<file path="src/hw/ara_mem_pkg.sv">
// Shared sizes, region bases and vector types for the DDR chunk adapter
// Accumulator chunks sit at a 16-byte stride, so the top 16 bits of beat 3 are padding
// Region bases must stay aligned to the beat size
`default_nettype none

package ara_mem_pkg;

    // ==================================================
    // Engine geometry
    // ==================================================
    localparam int ROWS           = 16;
    localparam int CHUNKS_PER_ROW = 4;
    localparam int CHUNK_BITS     = 16;
    localparam int ACC_WIDTH      = 7;
    localparam int ACCUM_BITS     = CHUNK_BITS * ACC_WIDTH;

    // ==================================================
    // DDR bus and memory layout
    // ==================================================
    localparam int DDR_DATA_WIDTH = 32;
    localparam int DDR_ADDR_WIDTH = 16;
    localparam int BEAT_BYTES     = DDR_DATA_WIDTH / 8;
    // Beats per accumulator chunk, rounded up
    localparam int ACCUM_BEATS    = (ACCUM_BITS + DDR_DATA_WIDTH - 1) / DDR_DATA_WIDTH;
    // Accumulator vector padded out to whole beats
    localparam int ACCUM_PAD_BITS = ACCUM_BEATS * DDR_DATA_WIDTH;
    localparam int SIGN_BYTES     = CHUNK_BITS / 8;
    localparam int ACCUM_STRIDE   = ACCUM_BEATS * BEAT_BYTES;

    // Vector types
    typedef logic [$clog2(ROWS)-1:0]           row_t;
    typedef logic [$clog2(CHUNKS_PER_ROW)-1:0] chunk_idx_t;
    typedef logic [CHUNK_BITS-1:0]             signs_t;
    // Accumulator i in bits 7i upward
    typedef logic [ACCUM_BITS-1:0]             accums_t;
    typedef logic [DDR_DATA_WIDTH-1:0]         ddr_data_t;
    typedef logic [DDR_ADDR_WIDTH-1:0]         ddr_addr_t;
    typedef logic [$clog2(ACCUM_BEATS)-1:0]    beat_idx_t;
    typedef logic [31:0]                       stat_t;

    // Byte bases of the two regions
    localparam ddr_addr_t SIGN_BASE  = 16'h0000;
    localparam ddr_addr_t ACCUM_BASE = 16'h1000;

endpackage

`default_nettype wire

</file>
<file path="src/hw/ara_mem_adapter_top.sv">
// DDR chunk adapter top, sequencer plus data buffer
// Byteenable and burstcount are not driven, the memory side assumes full single beats
// Core requests are one-cycle pulses, sampled only while busy is low
`timescale 1ns/1ps
`default_nettype none

module ara_mem_adapter_top (
    input  logic                   clk,
    input  logic                   rst_n,
    // Core read request
    input  logic                   rd_req,
    input  ara_mem_pkg::row_t       rd_row,
    input  ara_mem_pkg::chunk_idx_t rd_chunk,
    output logic                   rd_valid,
    output ara_mem_pkg::signs_t     rd_signs,
    output ara_mem_pkg::accums_t    rd_accums,
    // Core write request
    input  logic                   wr_req,
    input  ara_mem_pkg::row_t       wr_row,
    input  ara_mem_pkg::chunk_idx_t wr_chunk,
    input  ara_mem_pkg::signs_t     wr_signs,
    input  ara_mem_pkg::accums_t    wr_accums,
    output logic                   wr_done,
    // Avalon-MM DDR port
    output logic                   ddr_read,
    output logic                   ddr_write,
    output ara_mem_pkg::ddr_addr_t  ddr_address,
    output ara_mem_pkg::ddr_data_t  ddr_writedata,
    input  ara_mem_pkg::ddr_data_t  ddr_readdata,
    input  logic                   ddr_readdatavalid,
    input  logic                   ddr_waitrequest,
    // Status
    output logic                   busy,
    output ara_mem_pkg::stat_t      stat_rd_count,
    output ara_mem_pkg::stat_t      stat_wr_count
);

    // Sequencer to buffer strobes
    logic                  load_wr;
    logic                  capture_sign;
    logic                  capture_accum;
    logic                  sign_phase;
    ara_mem_pkg::beat_idx_t beat_idx;

    chunk_sequencer u_seq (
        .clk               (clk),
        .rst_n             (rst_n),
        .rd_req            (rd_req),
        .rd_row            (rd_row),
        .rd_chunk          (rd_chunk),
        .wr_req            (wr_req),
        .wr_row            (wr_row),
        .wr_chunk          (wr_chunk),
        .ddr_readdatavalid (ddr_readdatavalid),
        .ddr_waitrequest   (ddr_waitrequest),
        .ddr_read          (ddr_read),
        .ddr_write         (ddr_write),
        .ddr_address       (ddr_address),
        .load_wr           (load_wr),
        .capture_sign      (capture_sign),
        .capture_accum     (capture_accum),
        .beat_idx          (beat_idx),
        .sign_phase        (sign_phase),
        .rd_valid          (rd_valid),
        .wr_done           (wr_done),
        .busy              (busy),
        .stat_rd_count     (stat_rd_count),
        .stat_wr_count     (stat_wr_count)
    );

    chunk_buffer u_buf (
        .clk           (clk),
        .rst_n         (rst_n),
        .load_wr       (load_wr),
        .wr_signs      (wr_signs),
        .wr_accums     (wr_accums),
        .sign_phase    (sign_phase),
        .beat_idx      (beat_idx),
        .capture_sign  (capture_sign),
        .capture_accum (capture_accum),
        .ddr_readdata  (ddr_readdata),
        .ddr_writedata (ddr_writedata),
        .rd_signs      (rd_signs),
        .rd_accums     (rd_accums)
    );

endmodule

`default_nettype wire

</file>
<file path="src/hw/chunk_buffer.sv">
// Chunk data buffer between the core and the DDR beats
// Write data is taken once per transaction on load_wr and held until the next one
// Read results hold until the next read overwrites them
`timescale 1ns/1ps
`default_nettype none

module chunk_buffer (
    input  logic                   clk,
    input  logic                   rst_n,
    input  logic                   load_wr,
    input  ara_mem_pkg::signs_t     wr_signs,
    input  ara_mem_pkg::accums_t    wr_accums,
    input  logic                   sign_phase,
    input  ara_mem_pkg::beat_idx_t  beat_idx,
    input  logic                   capture_sign,
    input  logic                   capture_accum,
    input  ara_mem_pkg::ddr_data_t  ddr_readdata,
    output ara_mem_pkg::ddr_data_t  ddr_writedata,
    output ara_mem_pkg::signs_t     rd_signs,
    output ara_mem_pkg::accums_t    rd_accums
);

    localparam int PAD_BITS  = ara_mem_pkg::ACCUM_PAD_BITS;
    localparam int BEAT_BITS = ara_mem_pkg::DDR_DATA_WIDTH;

    ara_mem_pkg::signs_t  wr_signs_q;
    ara_mem_pkg::accums_t wr_accums_q;
    logic [PAD_BITS-1:0]  wr_pad;
    logic [PAD_BITS-1:0]  rd_asm_q;
    ara_mem_pkg::signs_t  rd_signs_q;

    // ==================================================
    // Write side
    // ==================================================
    always_ff @(posedge clk) begin
        if (load_wr) begin
            wr_signs_q  <= wr_signs;
            wr_accums_q <= wr_accums;
        end
    end

    // Padding bits above the accumulators go out as zero
    assign wr_pad = {{(PAD_BITS - ara_mem_pkg::ACCUM_BITS){1'b0}}, wr_accums_q};

    // Sign beat in the low bits, else the selected accumulator slice
    always_comb begin
        if (sign_phase) begin
            ddr_writedata = {{(BEAT_BITS - ara_mem_pkg::CHUNK_BITS){1'b0}}, wr_signs_q};
        end else begin
            ddr_writedata = wr_pad[beat_idx*BEAT_BITS +: BEAT_BITS];
        end
    end

    // ==================================================
    // Read side
    // ==================================================
    always_ff @(posedge clk or negedge rst_n) begin
        if (!rst_n) begin
            rd_signs_q <= '0;
            rd_asm_q   <= '0;
        end else begin
            if (capture_sign) begin
                rd_signs_q <= ddr_readdata[ara_mem_pkg::CHUNK_BITS-1:0];
            end
            // Beat b lands at bit 32b of the assembly register
            if (capture_accum) begin
                rd_asm_q[beat_idx*BEAT_BITS +: BEAT_BITS] <= ddr_readdata;
            end
        end
    end

    assign rd_signs = rd_signs_q;
    // Upper padding bits dropped
    assign rd_accums = rd_asm_q[ara_mem_pkg::ACCUM_BITS-1:0];

endmodule

`default_nettype wire

</file>
<file path="src/hw/chunk_sequencer.sv">
// Transaction FSM for the DDR chunk adapter
// One transaction at a time, reads win over writes when both arrive in idle
// Requests seen while busy are dropped, not queued
// Expects exactly one readdatavalid beat per accepted read command
`timescale 1ns/1ps
`default_nettype none

module chunk_sequencer (
    input  logic                   clk,
    input  logic                   rst_n,
    input  logic                   rd_req,
    input  ara_mem_pkg::row_t       rd_row,
    input  ara_mem_pkg::chunk_idx_t rd_chunk,
    input  logic                   wr_req,
    input  ara_mem_pkg::row_t       wr_row,
    input  ara_mem_pkg::chunk_idx_t wr_chunk,
    input  logic                   ddr_readdatavalid,
    input  logic                   ddr_waitrequest,
    output logic                   ddr_read,
    output logic                   ddr_write,
    output ara_mem_pkg::ddr_addr_t  ddr_address,
    output logic                   load_wr,
    output logic                   capture_sign,
    output logic                   capture_accum,
    output ara_mem_pkg::beat_idx_t  beat_idx,
    output logic                   sign_phase,
    output logic                   rd_valid,
    output logic                   wr_done,
    output logic                   busy,
    output ara_mem_pkg::stat_t      stat_rd_count,
    output ara_mem_pkg::stat_t      stat_wr_count
);

    typedef enum logic [3:0] {
        IDLE,
        RD_SIGNS_REQ,
        RD_SIGNS_WAIT,
        RD_ACCUMS_REQ,
        RD_ACCUMS_WAIT,
        RD_DONE,
        WR_SIGNS_REQ,
        WR_SIGNS_WAIT,
        WR_ACCUMS_REQ,
        WR_ACCUMS_WAIT,
        WR_DONE
    } state_t;

    state_t state;
    state_t next_state;

    ara_mem_pkg::row_t       act_row;
    ara_mem_pkg::chunk_idx_t act_chunk;
    ara_mem_pkg::ddr_addr_t  chunk_sel;
    ara_mem_pkg::ddr_addr_t  sign_addr;
    ara_mem_pkg::ddr_addr_t  accum_addr;
    logic                    last_beat;
    logic                    take_rd;
    logic                    take_wr;

    // Read has priority in idle
    assign take_rd   = (state == IDLE) && rd_req;
    assign take_wr   = (state == IDLE) && wr_req && !rd_req;
    assign last_beat = (beat_idx == ara_mem_pkg::beat_idx_t'(ara_mem_pkg::ACCUM_BEATS - 1));

    // ==================================================
    // Next state
    // ==================================================
    always_comb begin
        next_state = state;
        case (state)
            IDLE: begin
                if (take_rd) begin
                    next_state = RD_SIGNS_REQ;
                end else if (take_wr) begin
                    next_state = WR_SIGNS_REQ;
                end
            end
            // Read path, every command waits for its beat
            RD_SIGNS_REQ:   if (!ddr_waitrequest) next_state = RD_SIGNS_WAIT;
            RD_SIGNS_WAIT:  if (ddr_readdatavalid) next_state = RD_ACCUMS_REQ;
            RD_ACCUMS_REQ:  if (!ddr_waitrequest) next_state = RD_ACCUMS_WAIT;
            RD_ACCUMS_WAIT: begin
                if (ddr_readdatavalid) begin
                    next_state = last_beat ? RD_DONE : RD_ACCUMS_REQ;
                end
            end
            RD_DONE:        next_state = IDLE;
            // Write path, one spacer cycle after each accepted beat
            WR_SIGNS_REQ:   if (!ddr_waitrequest) next_state = WR_SIGNS_WAIT;
            WR_SIGNS_WAIT:  next_state = WR_ACCUMS_REQ;
            WR_ACCUMS_REQ:  if (!ddr_waitrequest) next_state = WR_ACCUMS_WAIT;
            WR_ACCUMS_WAIT: next_state = last_beat ? WR_DONE : WR_ACCUMS_REQ;
            WR_DONE:        next_state = IDLE;
            default:        next_state = IDLE;
        endcase
    end

    // State, beat index and statistics
    always_ff @(posedge clk or negedge rst_n) begin
        if (!rst_n) begin
            state         <= IDLE;
            beat_idx      <= '0;
            stat_rd_count <= '0;
            stat_wr_count <= '0;
        end else begin
            state <= next_state;
            if (take_rd || take_wr) begin
                beat_idx <= '0;
            end else if ((state == RD_ACCUMS_WAIT && ddr_readdatavalid) ||
                         state == WR_ACCUMS_WAIT) begin
                // Wraps back to zero after the last beat
                beat_idx <= beat_idx + 1'b1;
            end
            if (state == RD_DONE) begin
                stat_rd_count <= stat_rd_count + 1'b1;
            end
            if (state == WR_DONE) begin
                stat_wr_count <= stat_wr_count + 1'b1;
            end
        end
    end

    // Target row and chunk of the active transaction
    always_ff @(posedge clk) begin
        if (take_rd) begin
            act_row   <= rd_row;
            act_chunk <= rd_chunk;
        end else if (take_wr) begin
            act_row   <= wr_row;
            act_chunk <= wr_chunk;
        end
    end

    // ==================================================
    // Address generation
    // ==================================================
    // Chunk index is row * chunks per row + chunk
    assign chunk_sel = ara_mem_pkg::ddr_addr_t'(act_row) *
                       ara_mem_pkg::ddr_addr_t'(ara_mem_pkg::CHUNKS_PER_ROW) +
                       ara_mem_pkg::ddr_addr_t'(act_chunk);
    assign sign_addr = ara_mem_pkg::SIGN_BASE +
                       chunk_sel * ara_mem_pkg::ddr_addr_t'(ara_mem_pkg::SIGN_BYTES);
    assign accum_addr = ara_mem_pkg::ACCUM_BASE +
                        chunk_sel * ara_mem_pkg::ddr_addr_t'(ara_mem_pkg::ACCUM_STRIDE) +
                        ara_mem_pkg::ddr_addr_t'(beat_idx) *
                        ara_mem_pkg::ddr_addr_t'(ara_mem_pkg::BEAT_BYTES);

    // Commands stay up in the REQ states until waitrequest drops
    always_comb begin
        ddr_read    = 1'b0;
        ddr_write   = 1'b0;
        ddr_address = '0;
        case (state)
            RD_SIGNS_REQ: begin
                ddr_read    = 1'b1;
                ddr_address = sign_addr;
            end
            RD_ACCUMS_REQ: begin
                ddr_read    = 1'b1;
                ddr_address = accum_addr;
            end
            WR_SIGNS_REQ: begin
                ddr_write   = 1'b1;
                ddr_address = sign_addr;
            end
            WR_ACCUMS_REQ: begin
                ddr_write   = 1'b1;
                ddr_address = accum_addr;
            end
            default: begin
                ddr_address = '0;
            end
        endcase
    end

    // Strobes to the chunk buffer
    assign load_wr       = take_wr;
    assign capture_sign  = (state == RD_SIGNS_WAIT) && ddr_readdatavalid;
    assign capture_accum = (state == RD_ACCUMS_WAIT) && ddr_readdatavalid;
    assign sign_phase    = (state == WR_SIGNS_REQ) || (state == RD_SIGNS_REQ);

    // Core side status
    assign rd_valid = (state == RD_DONE);
    assign wr_done  = (state == WR_DONE);
    assign busy     = (state != IDLE);

endmodule

`default_nettype wire

</file>
<file path="config.mk">
export PLATFORM = sky130hd
export DESIGN_NAME = ara_mem_adapter_top
export DESIGN_NICKNAME = d
export VERILOG_FILES = /design/src/hw/ara_mem_pkg.sv /design/src/hw/ara_mem_adapter_top.sv /design/src/hw/chunk_buffer.sv /design/src/hw/chunk_sequencer.sv
export SDC_FILE = /design/constraint.sdc
export NUM_CORES = 1
export LEC_CHECK = 0
export BUFFER_PORTS_ARGS = -buffer_cell sky130_fd_sc_hd__buf_2
export CORE_MARGIN = 1
export CORE_UTILIZATION = 30
export CTS_BUF_LIST = sky130_fd_sc_hd__clkbuf_8
export CTS_CLUSTER_DIAMETER = 40
export CTS_CLUSTER_SIZE = 8
export DETAILED_ROUTE_END_ITERATION = 10
export GPL_TIMING_DRIVEN = 0
export PLACE_DENSITY_LB_ADDON = 0.08
export RECOVER_POWER = 100
export SLEW_MARGIN = 25
export SYNTH_ARGS = -nofsm -noshare
export SYNTH_HDL_FRONTEND = slang
export SYNTH_SLANG_ARGS = --single-unit
</file>
<file path="constraint.sdc">
create_clock -name clk -period 11.3 [get_ports clk]
set_clock_uncertainty 0.05 [all_clocks]
set_input_delay 1.695 -clock clk [delete_from_list [all_inputs] [get_ports clk]]
set_output_delay 1.695 -clock clk [all_outputs]
set_load 0.1 [all_outputs]
</file>
==> results.md <==
- # nets final: 1776
- Synth cell types: 47
- Max stage delay on crit path: slightly above 3 ns
- Reg-to-reg critical path endpoint: u_buf.wr_accums_q[103]
- Global Route Usage Sum: 18.8%
- # IOs: 423
- Violated checks: capacitance limit, slew limit
- NetSw: 2.67 mW
- Sw frac: between 50% and 60%
- Final Max Tran Viols: 141
- Power Total: about 5.2 mW
- TritonRoute pass-1 iters: 5
- Worst EP required: 10.94 ns
- Final Non-Filler Cells: 2238
- RSZ-0062 raised after global routing: false
- Worst Min Path Start: u_buf.rd_asm_q[44]
- Final-layout fill cell count: roughly 4.6k
- Worst setup slack after layout: ~4.5 ns
- PD cells: 294 mW/mm2
- Startpoint Class: input pin
- Reg clk slew, reported paths: roughly 0.060 ns
- DRC violations left: 0
- Via count: just over 10k
- Crit path top cell by count: clkbuf_1
- Mapped Area: 0.0137 mm2
- Initial drt markers: 555
- Effective utilization at floorplan: a little under a third
- Delay-heaviest family, CP: buffers and inverters
- Top achievable clock speed: 0.146 GHz
- Cell-internal power: 2.51 mW
- Worst r2r src: u_seq.state[1]
- Die height: 216 um
- # Max-Cap Violations: 4
- Total CTS buffers: 66
- Post-synth top area share: approximately 36%
- Clock latency on the worst-skew pair: 0.60 ns
- Minimum clock period: 6.84 ns
- DRT Wirelength: 44000 um
- CP Class: in2async
- Global-route wire length before repair: 65900 um
- CP max FO: 76
- Post-synthesis sequential area ratio: about two thirds
- Gate Count Post-Synth: 1090
- Synth top area cells: dfrtp_1 (36%), edfxtp_1 (29%), nand2_1 (5.6%), mux2_2 (3.4%), xnor2_1 (2.9%)
- Worst slew pin tran: approximately 4.3 ns
- Full die area: 0.0467 mm2
- P_leak: 7.20 nW
- #FFs+latches synth: 332
- Placed Area: 0.0168 mm2
- Area Overhead vs Synth: 28.3%
- Placed Cells: 2122
- CTS root buf: clkbuf_8
- # setup viols final: 0
- Port Buffers: 416
- Routability Congestion: 0.784
- Final Hold Vio Count: 0
- Slowest-stage cell, CP: clkbuf_1
- Number of global-route vias before repair: about 11k
- Post-place setup slack: between 6 and 7 ns
- Worst path buffer plus inverter count: 2
- Hold_buf cts: 0
- Vias per cell: 4.58
- Placeable core region: 0.0453 mm2
- PostCTS Resize Cnt: 0
- CTS tree: done
- Combinational Power Share: 47.2%
- Period Utilization, post-route: 60.5%
- CTS Sinks: ~330
- Row cnt: 78
- Ys Warns: 0
- Post-route ant nets: 0
- Sequential share of power: 28.9%
- Cell taking the most area after synthesis: dfrtp_1
- Overflow after GRT: 0
- Setup crit end kind: asynchronous set/reset pin
- WL/cell: about 20 um
- HP Class: reg2reg
- Worst reg2reg path depth: 9
- Clock Tree Buf Depth: 3
- R2R Setup Slk: 5.22 ns
- IR drop worst, VDD: 0.390 mV
- Crit-path cells: clkbuf_1 > clkbuf_1
- Hpwl dp: 32900 um
- Initial antenna violation count: 8
- Max-slew headroom: -185%
- Share of layout cells above drive strength 1: 20.8%
- Design area: 0.0176 mm2
- Status: finished with violations
- WHS Endpoint: u_buf.rd_asm_q[44]
- Avg Inst Size Synth: ~13 um2
- H-tree levels: 3
- Largest net degree at the start of global routing: 84
- WHS Path Cells: 2
- CP arrival: between 6 and 7 ns
- Die Width: 216 um
- Clock power share: 23.9%
- Post-CTS setup buffer count: 0
- Setup TNS: 0 ns
## cell usage in the layout (no fill, tap or decap), types with 7 or more instances in the layout
cell	count
a21oi_1	20
and3_1	11
and4_1	8
buf_2	179
clkbuf_1	304
clkbuf_8	72
clkinv_2	13
dfrtp_1	198
edfxtp_1	134
ha_1	8
inv_1	18
mux2_2	36
mux2i_1	17
mux4_2	16
nand2_1	206
nand2b_1	19
nand3_1	28
nand4_1	24
nor2_1	53
nor4_1	7
o21ai_0	66
o31ai_1	50
xnor2_1	46
xor2_1	20
## worst max-delay path by stage
stage / cells after the start / end / from / slack, ns
after global placement: 2 / u_buf.wr_accums_q[39] / rd_req / 1.57
after global routing: 2 / u_seq.stat_rd_count[28] / rst_n / 3.32
final: 2 / u_seq.stat_rd_count[30] / rst_n / 4.46
after floorplan: 4 / u_buf.wr_accums_q[0] / u_seq.state[1] / 4.09
after CTS: 7 / ddr_address[6] / u_seq.state[3] / 6.04
after detailed placement: 7 / ddr_address[6] / u_seq.state[3] / 6.72
## stage by stage
| stage | util, % | hold WS, ns |
|---|---|---|
| 6_report | 38.9 | 0.424 |
| 3_3_place_gp | 36.7 | 0.407 |
| 5_1_grt | 38.9 | 0.451 |
| 3_5_place_dp | 37.1 | 0.413 |
| 4_1_cts | 40.0 | 0.425 |
| 2_1_floorplan | - | 0.637 |
## layer usage
layer	wire (um)	part of all wire [%]	track usage, %
met1	19300	44	24.4
met4	1150	2.6	6.43
met5	76	0.17	0
met2	19800	45	29.0
met3	3670	8.3	6.55
## cell type report
| cell class | count | area (um2) | share of cell area (%) |
|---|---|---|---|
| sequential | 332 | 8980 | 50.9 |
| clock inverter | 41 | 325 | 1.85 |
| tap | 600 | 751 | 4.26 |
| antenna | 3 | 7.51 | 0.0426 |
| multi-input combinational | 690 | 4420 | 25.1 |
| buffer | 67 | 288 | 1.63 |
| inverter | 6 | 22.5 | 0.128 |
| clock buffer | 72 | 991 | 5.62 |
| timing repair buffer | 427 | 1840 | 10.5 |
## power groups by stage
stage / clock network [mW] / registers, mW / logic [mW]
floorplan: 0 / 2.18 / 1.35
global placement: 0 / 1.53 / 2.53
detailed placement: 0 / 1.52 / 2.55
CTS: 1.29 / 1.49 / 2.55
global route: 1.33 / 1.52 / 2.58
finish: 1.24 / 1.50 / 2.45
## state kept, by name (all words and copies together) (netlist names)
| name | flops |
|---|---|
| u_seq.stat_rd_count | 32 |
| u_buf.rd_signs | 16 |
| u_seq.beat_idx | 2 |
| u_buf.wr_signs_q | 16 |
| u_seq.state | 4 |
| u_seq.stat_wr_count | 32 |
| u_buf.wr_accums_q | 112 |
| u_buf.rd_asm_q | 112 |
| u_seq.act_row | 4 |
| u_seq.act_chunk | 2 |
## cell families (layout without fill, tap and decap cells)
group / after synthesis / after routing / synth area share (%)
simple gates: 392 / 392 / 13.7
fa+ha+maj: 8 / 8 / 0.728
other cells: 1 / 9 / 0.0273
flops: 332 / 332 / 65.3
buf+inv: 73 / 613 / 2.39
xor+xnor: 66 / 66 / 4.21
mux: 74 / 74 / 7.22
compound gates: 144 / 144 / 6.36
## synth_stat cells (all sizes together)
library cell and instances:
or2 1, mux2i 17, a21oi 21, a21o 1, nand4b 1, o21ai 66
and2 5, nor4bb 1, edfxtp 134, xnor2 46, or3b 1, xor2 20
and3b 2, nand2b 19, a22o 5, clkbuf 42, and4bb 1, or3 2
nor2b 2, o31ai 50, and3 11, nand2 206, nor2 53, nand4 24
nor4b 4, o311ai 1, nor4 7, inv 6, nor3b 4, mux2 41
nand3b 3, and4 8, nand3 28, ha 8, conb 1, nor3 6
mux4 16, dfrtp 198, buf 25, nand4bb 3
## worst reg2reg max path: stages, from the launching register on
cell and delay, ns:
dfrtp_1 0.35, clkbuf_1 0.21, nor2_1 0.38, nand2_1 0.21
nor3b_1 1.42, clkbuf_1 0.71, clkbuf_1 0.53, clkbuf_1 0.58
clkbuf_1 0.64, clkbuf_1 0.65
Power figures use the tool's default switching activity.
